$ cat src/design/xvga_defs.svh
////////////////////////////////////////
// xvga raster points, look-ahead distance
// and frame buffer memory widths
////////////////////////////////////////
`ifndef XVGA_DEFS_SVH
`define XVGA_DEFS_SVH

// horizontal raster, in pixel clocks
`define H_ACTIVE     1024
`define H_SYNC_ON    1047
`define H_SYNC_OFF   1183
`define H_TOTAL      1344

// vertical raster, in lines
`define V_ACTIVE     768
`define V_SYNC_ON    776
`define V_SYNC_OFF   782
`define V_TOTAL      806

// scan-out fetches this many pixel times early
// to hide the zbt pipeline and the word latches
`define FETCH_AHEAD  8

// raster counter widths
`define HCOUNT_W     11
`define VCOUNT_W     10

// zbt sram geometry, 512k words of 36 bits
`define VRAM_ADDR_W  19
`define VRAM_DATA_W  36

`endif
$ cat src/design/vram_pkg.sv
////////////////////////////////////////
// frame buffer word and grey pixel types
////////////////////////////////////////
`include "xvga_defs.svh"

package vram_pkg;

   // one 8-bit grey level
   typedef logic [7:0] pixel_t;

   // one sram word, seen either as raw bits on the pins
   // or as four packed pixels
   typedef union packed {
      // raw word as the port and the ram pins carry it
      logic [`VRAM_DATA_W-1:0] raw;
      // pixel view
      // px[3] is the first pixel shown, px[0] the last
      // the top nibble carries no pixel data
      struct packed {
         logic [3:0]   unused;
         pixel_t [3:0] px;
      } pix;
   } vram_word_u;

endpackage

$ cat src/design/zbt_video_top.sv
////////////////////////////////////////
// zbt frame buffer video top level
////////////////////////////////////////
`timescale 1ns/1ps
`include "xvga_defs.svh"

module zbt_video_top (
   input  logic                    clk,
   input  logic                    rst_n,
   input  logic                    bar_period,
   input  logic                    hw_bars,
   input  logic [`VRAM_DATA_W-1:0] ram_rdata,
   output vram_pkg::pixel_t        pixel,
   output logic                    hsync_out,
   output logic                    vsync_out,
   output logic                    blank_out,
   output logic [`VRAM_ADDR_W-1:0] ram_address,
   output logic                    ram_we_b,
   output logic                    ram_cen_b,
   output logic [`VRAM_DATA_W-1:0] ram_wdata,
   output logic                    ram_data_oe
);

   // raster
   logic [`HCOUNT_W-1:0]    hcount;
   logic [`VCOUNT_W-1:0]    vcount;
   logic                    hsync;
   logic                    vsync;
   logic                    blank;
   // read side of the port
   logic [`VRAM_ADDR_W-1:0] read_addr;
   logic                    read_req;
   logic [`VRAM_DATA_W-1:0] read_data;
   // write side of the port
   logic [`VRAM_ADDR_W-1:0] write_addr;
   logic [`VRAM_DATA_W-1:0] write_data;

   xvga_timing u_timing (
      .clk    (clk),
      .rst_n  (rst_n),
      .hcount (hcount),
      .vcount (vcount),
      .hsync  (hsync),
      .vsync  (vsync),
      .blank  (blank)
   );

   video_scanout u_scanout (
      .clk       (clk),
      .rst_n     (rst_n),
      .hcount    (hcount),
      .vcount    (vcount),
      .hsync     (hsync),
      .vsync     (vsync),
      .blank     (blank),
      .hw_bars   (hw_bars),
      .read_data (read_data),
      .read_addr (read_addr),
      .read_req  (read_req),
      .pixel     (pixel),
      .hsync_out (hsync_out),
      .vsync_out (vsync_out),
      .blank_out (blank_out)
   );

   bar_pattern_writer u_writer (
      .clk        (clk),
      .rst_n      (rst_n),
      .bar_period (bar_period),
      .write_addr (write_addr),
      .write_data (write_data)
   );

   zbt_port u_port (
      .clk         (clk),
      .rst_n       (rst_n),
      .read_req    (read_req),
      .read_addr   (read_addr),
      .write_addr  (write_addr),
      .write_data  (write_data),
      .read_data   (read_data),
      .ram_address (ram_address),
      .ram_we_b    (ram_we_b),
      .ram_cen_b   (ram_cen_b),
      .ram_wdata   (ram_wdata),
      .ram_data_oe (ram_data_oe),
      .ram_rdata   (ram_rdata)
   );

endmodule

$ cat src/design/zbt_port.sv
////////////////////////////////////////
// zbt sram port sharing and pin pipeline
// reads win, writes take every idle slot
////////////////////////////////////////
`timescale 1ns/1ps
`include "xvga_defs.svh"

module zbt_port (
   input  logic                    clk,
   input  logic                    rst_n,
   input  logic                    read_req,
   input  logic [`VRAM_ADDR_W-1:0] read_addr,
   input  logic [`VRAM_ADDR_W-1:0] write_addr,
   input  logic [`VRAM_DATA_W-1:0] write_data,
   output logic [`VRAM_DATA_W-1:0] read_data,
   output logic [`VRAM_ADDR_W-1:0] ram_address,
   output logic                    ram_we_b,
   output logic                    ram_cen_b,
   output logic [`VRAM_DATA_W-1:0] ram_wdata,
   output logic                    ram_data_oe,
   input  logic [`VRAM_DATA_W-1:0] ram_rdata
);

   logic                    write_slot;
   logic [`VRAM_ADDR_W-1:0] addr_sel;
   logic [`VRAM_DATA_W-1:0] wdata_s1;
   logic [`VRAM_DATA_W-1:0] wdata_s2;
   logic                    oe_s2;

   // a write is made only in a cycle without a read
   assign write_slot = !read_req;
   assign addr_sel   = write_slot ? write_addr : read_addr;

   ////////////////////////////////////////
   // address and control, pins at t+1
   ////////////////////////////////////////
   always_ff @(posedge clk or negedge rst_n) begin
      if (!rst_n) begin
         ram_address <= '0;
         ram_we_b    <= 1'b1;
         ram_cen_b   <= 1'b1;
      end else begin
         ram_address <= addr_sel;
         ram_we_b    <= !write_slot;
         // clock enable held on once out of reset
         ram_cen_b   <= 1'b0;
      end
   end

   ////////////////////////////////////////
   // late-write data, pins at t+3
   ////////////////////////////////////////
   always_ff @(posedge clk) begin
      wdata_s1  <= write_data;
      wdata_s2  <= wdata_s1;
      ram_wdata <= wdata_s2;
   end

   // output enable follows the write strobe two cycles later
   always_ff @(posedge clk or negedge rst_n) begin
      if (!rst_n) begin
         oe_s2       <= 1'b0;
         ram_data_oe <= 1'b0;
      end else begin
         oe_s2       <= !ram_we_b;
         ram_data_oe <= oe_s2;
      end
   end

   // read word returns at t+3 with no extra stage
   assign read_data = ram_rdata;

endmodule

$ cat src/design/bar_pattern_writer.sv
////////////////////////////////////////
// test-bar writer, free-running address and bar word
////////////////////////////////////////
`timescale 1ns/1ps
`include "xvga_defs.svh"

module bar_pattern_writer (
   input  logic                    clk,
   input  logic                    rst_n,
   input  logic                    bar_period,
   output logic [`VRAM_ADDR_W-1:0] write_addr,
   output logic [`VRAM_DATA_W-1:0] write_data
);
   import vram_pkg::*;

   logic [31:0] count;
   logic [3:0]  bar_field;
   vram_word_u  bar_word;

   // runs every clock, whether or not the write gets its slot
   always_ff @(posedge clk or negedge rst_n) begin
      if (!rst_n) begin
         count <= '0;
      end else begin
         count <= count + 1'b1;
      end
   end

   // narrow bars on bits 6..3, wide bars on bits 7..4
   assign bar_field = bar_period ? count[6:3] : count[7:4];

   // same grey level in all four pixels, low nibble zero
   always_comb begin
      bar_word.pix.unused = 4'h0;
      for (int i = 0; i < 4; i++) begin
         bar_word.pix.px[i] = {bar_field, 4'h0};
      end
   end

   assign write_addr = count[`VRAM_ADDR_W-1:0];
   assign write_data = bar_word.raw;

endmodule

$ cat src/design/video_scanout.sv
////////////////////////////////////////
// frame buffer scan-out with 8 pixel look-ahead
// word latch, byte unpack and registered video out
////////////////////////////////////////
`timescale 1ns/1ps
`include "xvga_defs.svh"

module video_scanout (
   input  logic                    clk,
   input  logic                    rst_n,
   input  logic [`HCOUNT_W-1:0]    hcount,
   input  logic [`VCOUNT_W-1:0]    vcount,
   input  logic                    hsync,
   input  logic                    vsync,
   input  logic                    blank,
   input  logic                    hw_bars,
   input  logic [`VRAM_DATA_W-1:0] read_data,
   output logic [`VRAM_ADDR_W-1:0] read_addr,
   output logic                    read_req,
   output vram_pkg::pixel_t        pixel,
   output logic                    hsync_out,
   output logic                    vsync_out,
   output logic                    blank_out
);
   import vram_pkg::*;

   // look-ahead wraps at this raster's own line length minus the lead
   localparam logic [`HCOUNT_W-1:0] H_WRAP   = `HCOUNT_W'(`H_TOTAL - `FETCH_AHEAD);
   localparam logic [`HCOUNT_W-1:0] H_AHEAD  = `HCOUNT_W'(`FETCH_AHEAD);
   localparam logic [`HCOUNT_W-1:0] H_ACTIVE = `HCOUNT_W'(`H_ACTIVE);
   localparam logic [`VCOUNT_W-1:0] V_LAST   = `VCOUNT_W'(`V_TOTAL - 1);
   localparam logic [`VCOUNT_W-1:0] V_ACTIVE = `VCOUNT_W'(`V_ACTIVE);

   logic                 wrap;
   logic [`HCOUNT_W-1:0] h_ahead;
   logic [`VCOUNT_W-1:0] v_ahead;
   logic [1:0]           hc4;
   vram_word_u           word_latch;
   vram_word_u           word_disp;
   pixel_t               mem_pixel;

   ////////////////////////////////////////
   // look-ahead position and fetch address
   ////////////////////////////////////////
   assign wrap    = (hcount >= H_WRAP);
   assign h_ahead = wrap ? hcount - H_WRAP : hcount + H_AHEAD;
   // past the line end the fetch moves to the next row, row 805 goes to 0
   assign v_ahead = !wrap ? vcount : ((vcount == V_LAST) ? '0 : vcount + 1'b1);

   // word address {0, row, column/4}
   assign read_addr = {1'b0, v_ahead, h_ahead[9:2]};

   // fetch needed while the look-ahead is visible
   // the port is also held for reads over the visible area itself
   assign read_req = ((h_ahead < H_ACTIVE) && (v_ahead < V_ACTIVE)) || !blank;

   ////////////////////////////////////////
   // word latches and byte unpack
   ////////////////////////////////////////
   assign hc4 = hcount[1:0];

   // word for the next group of four arrives at column mod 4 == 1,
   // then moves to the display register at column mod 4 == 3
   always_ff @(posedge clk) begin
      if (hc4 == 2'd1) begin
         word_latch.raw <= read_data;
      end
      if (hc4 == 2'd3) begin
         word_disp <= word_latch;
      end
   end

   // first pixel of the group sits in the top byte
   assign mem_pixel = word_disp.pix.px[2'd3 - hc4];

   ////////////////////////////////////////
   // output register
   ////////////////////////////////////////
   // hardware bars come straight from the pixel counter
   always_ff @(posedge clk) begin
      pixel <= hw_bars ? {hcount[8:6], 5'b0} : mem_pixel;
   end

   // syncs and blank delayed to match the pixel
   always_ff @(posedge clk or negedge rst_n) begin
      if (!rst_n) begin
         hsync_out <= 1'b1;
         vsync_out <= 1'b1;
         blank_out <= 1'b1;
      end else begin
         hsync_out <= hsync;
         vsync_out <= vsync;
         blank_out <= blank;
      end
   end

endmodule

$ cat src/design/xvga_timing.sv
////////////////////////////////////////
// xvga 1024x768 raster generator
// pixel and line counters, registered syncs and blank
////////////////////////////////////////
`timescale 1ns/1ps
`include "xvga_defs.svh"

module xvga_timing (
   input  logic                 clk,
   input  logic                 rst_n,
   output logic [`HCOUNT_W-1:0] hcount,
   output logic [`VCOUNT_W-1:0] vcount,
   output logic                 hsync,
   output logic                 vsync,
   output logic                 blank
);

   // raster points sized to the counters
   localparam logic [`HCOUNT_W-1:0] H_LAST     = `HCOUNT_W'(`H_TOTAL - 1);
   localparam logic [`HCOUNT_W-1:0] H_ACTIVE   = `HCOUNT_W'(`H_ACTIVE);
   localparam logic [`HCOUNT_W-1:0] H_SYNC_ON  = `HCOUNT_W'(`H_SYNC_ON);
   localparam logic [`HCOUNT_W-1:0] H_SYNC_OFF = `HCOUNT_W'(`H_SYNC_OFF);
   localparam logic [`VCOUNT_W-1:0] V_LAST     = `VCOUNT_W'(`V_TOTAL - 1);
   localparam logic [`VCOUNT_W-1:0] V_ACTIVE   = `VCOUNT_W'(`V_ACTIVE);
   localparam logic [`VCOUNT_W-1:0] V_SYNC_ON  = `VCOUNT_W'(`V_SYNC_ON);
   localparam logic [`VCOUNT_W-1:0] V_SYNC_OFF = `VCOUNT_W'(`V_SYNC_OFF);

   logic                 h_last;
   logic                 v_last;
   logic [`HCOUNT_W-1:0] h_next;
   logic [`VCOUNT_W-1:0] v_next;
   logic                 h_blank_next;
   logic                 v_blank_next;

   // wrap points
   assign h_last = (hcount == H_LAST);
   assign v_last = (vcount == V_LAST);

   // next raster position
   // line counter only moves on the last pixel of a line
   assign h_next = h_last ? '0 : hcount + 1'b1;
   assign v_next = !h_last ? vcount : (v_last ? '0 : vcount + 1'b1);

   // blanking of the next position, so blank lines up with the counters
   assign h_blank_next = (h_next >= H_ACTIVE);
   assign v_blank_next = (v_next >= V_ACTIVE);

   always_ff @(posedge clk or negedge rst_n) begin
      if (!rst_n) begin
         hcount <= '0;
         vcount <= '0;
         hsync  <= 1'b1;
         vsync  <= 1'b1;
         blank  <= 1'b0;
      end else begin
         hcount <= h_next;
         vcount <= v_next;
         // active low, 136 pixels wide
         hsync  <= !((h_next >= H_SYNC_ON) && (h_next < H_SYNC_OFF));
         // active low, 6 lines tall
         vsync  <= !((v_next >= V_SYNC_ON) && (v_next < V_SYNC_OFF));
         blank  <= h_blank_next || v_blank_next;
      end
   end

endmodule

$ cat config.mk
export PLATFORM = sky130hd
export DESIGN_NAME = zbt_video_top
export DESIGN_NICKNAME = d
export VERILOG_FILES = /design/src/design/vram_pkg.sv /design/src/design/zbt_video_top.sv /design/src/design/zbt_port.sv /design/src/design/bar_pattern_writer.sv /design/src/design/video_scanout.sv /design/src/design/xvga_timing.sv
export VERILOG_INCLUDE_DIRS = /design/src /design/src/design
export SDC_FILE = /design/constraint.sdc
export NUM_CORES = 1
export LEC_CHECK = 0
export BUFFER_PORTS_ARGS = -buffer_cell sky130_fd_sc_hd__buf_2
export CAP_MARGIN = 40
export CELL_PAD_IN_SITES_DETAIL_PLACEMENT = 1
export CELL_PAD_IN_SITES_GLOBAL_PLACEMENT = 1
export CORE_MARGIN = 5
export CORE_UTILIZATION = 45
export CTS_BUF_LIST = sky130_fd_sc_hd__clkbuf_16
export DETAILED_ROUTE_END_ITERATION = 12
export PLACE_DENSITY_LB_ADDON = 0.1
export SLEW_MARGIN = 20
export SYNTH_ARGS = -nofsm -noshare
export SYNTH_HDL_FRONTEND = slang
export SYNTH_SLANG_ARGS = --single-unit
$ cat constraint.sdc
create_clock -name clk -period 4.14 [get_ports clk]
set_input_delay 0.414 -clock clk [delete_from_list [all_inputs] [get_ports clk]]
set_output_delay 0.414 -clock clk [all_outputs]
set_load 0.03 [all_outputs]
* Word-level counts from Yosys, hierarchy flattened
Cells that the tools add are included.
** Word-level totals
- Bits in registers :: 202
- Bits of input ports :: 40
- Logic and storage cells :: 60
- Output and inout bits :: 69
** Cells by class
- Order comparisons :: 10
- Equality and inequality tests :: 4
- Mux-type cells :: 10
- Add/subtract/negate cells :: 6
- Reductions and logical operators :: 9
** Operator list (number)
- $ge 11x11->1 const B :: 3
- $add 32x1->32 const B :: 1
- $mux 10 :: 3
- $lt 11x11->1 const B :: 2
- $mux 11 :: 2
- $ge 10x10->1 const B :: 2
- $lt 10x10->1 const B :: 2
- $mux 19 :: 1
- $bmux 8 s2 :: 1
- $mux 8 :: 2
- $add 11x1->11 const B :: 1
- $add 11x4->11 const B :: 1
- $eq 11x11->1 const B :: 1
- $sub 11x11->11 const B :: 1
- $add 10x1->10 const B :: 1
- $eq 10x10->1 const B :: 1
- $logic_not 1->1 :: 4
- $mux 4 :: 1
- $logic_and 1x1->1 :: 3
- $lt 2x3->1 const B :: 1
- $eq 2x1->1 const B :: 1
- $eq 2x2->1 const B :: 1
- $logic_or 1x1->1 :: 2
- $sub 2x2->2 const A :: 1

* Depth between registers and ports, before layout
- Depth in word-level cells :: 7
- Depth in mapped cells :: 10

* By module
From an unflattened synthesis, not the netlist that was laid out.
** Unflattened totals
- Cell total of the unflattened synthesis :: 636
- Area total of the unflattened synthesis :: 8883.5 um^2
** By module, submodules not included
- zbt_port :: area each 3300.7 um^2, cells an instance 190, times used 1, sequential area each 2740.1 um^2
- video_scanout :: area each 3006.6 um^2, cells an instance 184, times used 1, sequential area each 2160.8 um^2
- xvga_timing :: area each 1447.6 um^2, cells an instance 157, times used 1, sequential area each 603.1 um^2
- bar_pattern_writer :: area each 1128.6 um^2, cells an instance 105, times used 1, sequential area each 475.5 um^2

* Worst setup path after synthesis
Ideal clock, no wire load.
- Path type :: reg-to-reg
- From :: reg u_timing.hcount[0]
- To :: reg u_timing.vsync
- Slack :: 1.119 ns
- Clock period less this slack :: 3.021 ns
- Buffers on the path :: 0
- Stages on the path, launching flop included :: 8
- Required time :: 4.046 ns
- Data arrival time :: 2.927 ns
- Cells stage by stage :: dfrtp_1 > ha_1 > and2_1 > nand4_4 > or4_4 > o21ai_2 > o2111ai_1 > or4_1
** Between the ends
- Word-level cells in the longest chain between the ends :: 5
- Elaborated cells on any way between the ends :: 6
- Classes of those cells :: order compare (2); eq/ne (1); mux (1); reduce/logical (2)
** Ends and longest elaborated chain
- from (decl) :: RTL line xvga_timing.sv:11 : output logic [`HCOUNT_W-1:0] hcount,
- from (signal assigned) :: RTL line xvga_timing.sv:56 : hcount <= h_next;
- $eq 11x11->1 (*) :: RTL line xvga_timing.sv:36 : assign h_last = (hcount == H_LAST);
- $mux 10 (*) :: RTL line xvga_timing.sv:42 : assign v_next = !h_last ? vcount : (v_last ? '0 : vcount + 1'b1);
- via u_timing.v_next[3] :: RTL line xvga_timing.sv:31 : logic [`VCOUNT_W-1:0] v_next;
- $ge 10x10->1 or $lt 10x10->1 (tied branches) :: RTL line xvga_timing.sv:61 : vsync <= !((v_next >= V_SYNC_ON) && (v_next < V_SYNC_OFF));
- $logic_and 1x1->1 (*) :: RTL line xvga_timing.sv:61
- $logic_not 1->1 (*) :: RTL line xvga_timing.sv:61
- to (signal assigned) :: RTL line xvga_timing.sv:61
- to (decl) :: RTL line xvga_timing.sv:14 : output logic vsync,
Mark *: on every way through the listed nets, which the timed path passes. The rest lies on a longest branch.
A chain may end at the register's enable or synchronous reset.

* Worst setup path after layout
- From :: reg u_timing.hcount[1]
- To :: reg u_timing.vsync
The elaborated chain is that of the path after synthesis.

==> metrics.md <==
| Metric | Value |
|---|---|
| Status | finished, final reports clean |
| # clock sinks | 153 |
| Initial antenna violation count | 0 |
| Setup repair bufs after CTS | 0 |
| Post-DR vias/cell | 5.059 |
| Cell Int Power | 0.002492 W |
| Core ar. | 0.01393 mm² |
| Sequential share of the synthesized area | 0.6339 |
| CTS Buf Count | 17 |
| Total grt overflow | 0 |
| EDFF count, synth | 64 |
| Number of buffers added on ports | 84 |
| Crit-path cells | ha_2 -> and2_1 -> nand4_4 -> or4_4 -> o21ai_2 -> o2111ai_1 -> or4_1 |
| FP Rows | 43 |
| CP Class | reg2reg |
| Top Family by Delay on Critical Path | simple AND/OR/NAND/NOR gates |
| MaxCap Viol Count | 0 |
| Worst IR Drop VDD | 0.3074 mV |
| Tot GR Track Use | 0.1595 |
| Routed wire length | 12.34 mm |
| Vias in the first global route | 4062 |
| DRT iter0 DRCs | 152 |
| Initial Util | 0.4594 |
| Post-route cell area | 0.007411 mm² |
| TritonRoute pass-1 iters | 4 |
| Post-Synth Simple-Gate Area | 0.1032 |
| Compound-cell area share of the yosys netlist | 0.05786 |
| Clock root buffer | clkbuf_16 |
| Comb power frac | 0.028 |
| Yosys cell types | 56 |
| RSZ-0062 raised after global routing | no |
| Clock latency on the worst-skew pair | 0.42 ns |
| Finish-stage setup viols | 0 |
| Async SR Flop Fraction | 0.4510 |
| Layout cells sized above 1 | 0.2698 |
| Crit path buf inv count | 0 |
| Hpwl dp | 8.575 mm |
| Min Tclk post-route | 2.888 ns |
| Post-synth top cells | edfxtp_1 (64), dfrtp_1 (62), buf_4 (37) |
| Data required, critical path | 4.47 ns |
| Worst-path cell with the longest stage delay | dfrtp_1 |
| Mux cell area share after synthesis | 0.07701 |
| Cells after Synth | 478 |
| Total number of vias | 3779 |
| Worst hold-check path type | in2reg |
| Clk_skew | 0.009837 ns |
| Most used DFF post-synth | edfxtp_1 |
| Syn Area/Cell | 13.39 µm² |
| LEAKAGE | 3.188 nW |
| Pwr Density | 428.7 mW/mm² |
| DIE WIDTH | 129.3 µm |
| Post-synthesis sequential element count | 153 |
| Slew headroom | 0.5865 |
| Largest net degree at the start of global routing | 40 |
| Remaining DRCs | 0 |
| Total Neg Setup Slack | 0 ns |
| Endpoints failing hold | 0 |
| DP Cell Count | 714 |
| Die area | 0.01671 mm² |
| Die height | 129.3 µm |
| Worst-Margin Slew | 0.6203 ns |
| CTS H-tree depth | 4 |
| Switch share | 0.2156 |
| Routability congestion estimate | 0.7563 |
| P_sw | 0.0006851 W |
| Inserted Diodes | 0 |
| Warnings, synthesis | 0 |
| Worst-path maximum fanout | 16 |
| Max-slew violation count | 0 |
| Post-Synth XOR/XNOR Area | 0.04789 |
| Detail Route Antenna Nets | 0 |
| Synthesized-area fraction occupied by adder cells | 0.01368 |
| Synth area leader | edfxtp_1 |
| Synth area leaders | edfxtp_1 (30%), dfrtp_1 (24%), dfxtp_1 (6.3%) |
| Largest family of logic cells by synthesized area | simple AND/OR/NAND/NOR gates |
| P&R area growth vs syn | 15.77% |
| Clock Path Buffers | 2 |
| Critical path startpoint category | flop |
| Post-DR wirelength/cell | 16.52 µm |
| Non-Filler Instances | 747 |
| Count leader, synth | edfxtp_1 |
| Clock Power Share | 0.474 |
| Arr. time, crit path | 3.22 ns |
| Nets | 602 |
| Seq pwr share | 0.499 |
| Post-route clock period utilization | 0.6976 |
| Setup crit end kind | flop |
| Global-route wire length before repair | 20.58 mm |
| Syn Std Cell Area | 0.006401 mm² |
| Biggest cell delay along the critical path | 0.74 ns |
| I/O pins | 109 |
| Synth top area share | 0.3002 |
| Post-DP Area | 0.006808 mm² |
| Peak Freq | 346.3 MHz |
| Clock slew seen by the registers of the worst setup and hold paths | 0.06 ns |
| CTS tree | done |
-- worst paths after layout --
check                                                  start                                 to  slack (ns)  depth (start not counted)
worst min register to register   u_port.wdata_s1[28]$_DFF_P_        u_port.wdata_s2[28]$_DFF_P_        0.33                          0
min in group asynchronous                              rst_n   u_port.ram_address[18]$_DFF_PN0_        0.49                          3
worst max register to register  u_timing.hcount[1]$_DFF_PN0_           u_timing.vsync$_DFF_PN1_        1.25                          7
max in group asynchronous                              rst_n      u_scanout.blank_out$_DFF_PN1_        2.89                          4
worst max-delay path            u_timing.hcount[1]$_DFF_PN0_           u_timing.vsync$_DFF_PN1_        1.25                          7
worst min-delay path                            ram_rdata[5]  u_scanout.word_latch[5]$_DFFE_PN_        0.17                          1
-- registers in the layout, indices dropped and copies added, names as in the netlist --
register              count
u_scanout.hsync_out       1
u_port.wdata_s2           4
u_scanout.blank_out       1
u_scanout.vsync_out       1
u_scanout.word_disp      32
u_timing.hcount          11
u_timing.blank            1
u_port.ram_cen_b          1
u_writer.count           19
u_timing.vsync            1
u_scanout.word_latch     32
u_timing.hsync            1
u_port.ram_data_oe        1
u_port.ram_wdata          4
u_port.ram_address       19
u_port.ram_we_b           1
u_scanout.pixel           8
u_timing.vcount          10
u_port.oe_s2              1
u_port.wdata_s1           4
-- cells in the final DEF, fill, tap and decap left out, types with 7 or more instances in the layout --
master / synthesis / final
buf_2: 10 / 84
edfxtp_1: 64 / 64
dfrtp_1: 62 / 62
nand2_1: 29 / 29
xnor2_1: 21 / 21
conb_1: 1 / 21
nor2_1: 20 / 20
dfxtp_1: 20 / 20
o21ai_0: 18 / 18
nand3_1: 17 / 17
clkbuf_16: 0 / 17
inv_1: 15 / 16
mux2_1: 16 / 16
xor2_1: 14 / 14
mux2_2: 10 / 10
and3_1: 8 / 8
o31ai_1: 8 / 8
mux4_2: 8 / 8
a21oi_1: 7 / 7
nand4_1: 7 / 7
dfstp_2: 7 / 7
-- layer usage --
metal / vias to the layer above / part of all wire / global-route usage
met3: 13 / 0.038 / 0.03916
met2: 71 / 0.54 / 0.2851
met5: - / 0 / 0
met4: 0 / 0.014 / 0.05930
met1: 1887 / 0.40 / 0.1857
li1: 1808 / - / -
-- power groups by stage --
stage,Sequential [W],Combinational [W],Clock [W]
2_1_floorplan,0.00162,0.0000574,0
3_3_place_gp,0.00161,0.0000854,0
3_5_place_dp,0.00161,0.0000874,0
4_1_cts,0.00158,0.0000875,0.00155
5_1_grt,0.00158,0.0000971,0.00161
6_report,0.00158,0.0000888,0.00150
-- area by class of cell --
type | count | area (µm²)
flip-flops and latches | 153 | 4058
repair buffers | 92 | 495.5
clock buffers | 17 | 425.4
inverters | 16 | 60.06
well taps | 180 | 225.2
clock inverters | 14 | 147.6
multi-input cells | 275 | 1999
fillers | 1432 | 6524
-- what timing repair did --
| item | 4_1_cts | 5_1_grt |
|---|---|---|
| gates resized for setup | 0 | 0 |
| endpoints found under the setup margin | 0 | 0 |
| hold buffers | 0 | 1 |
| hold endpoints to repair | 0 | 29 |
-- cell families (layout without fill, tap and decap cells) --
group,after synthesis,in the layout
AOI/OAI and AO/OA,56,56
xor gates and xnor gates,35,35
adders and majority gates,7,7
buffers and inverters,70,139
DFF,153,153
muxes,36,36
other,1,21
and+or+nand+nor,120,120
-- metrics by stage --
stage            util  hold slack (ns)  power, W  setup WS, ns
3_3_place_gp   0.4886           0.3110  0.001699         1.305
4_1_cts        0.5297          0.05846  0.003218         1.222
5_1_grt        0.5318           0.1403  0.003293         1.068
3_5_place_dp   0.4886           0.3157  0.001701         1.269
6_report       0.5318           0.1662  0.003177         1.252
2_1_floorplan       -           0.1184  0.001680         1.119
(Power assumes the default switching activity.)
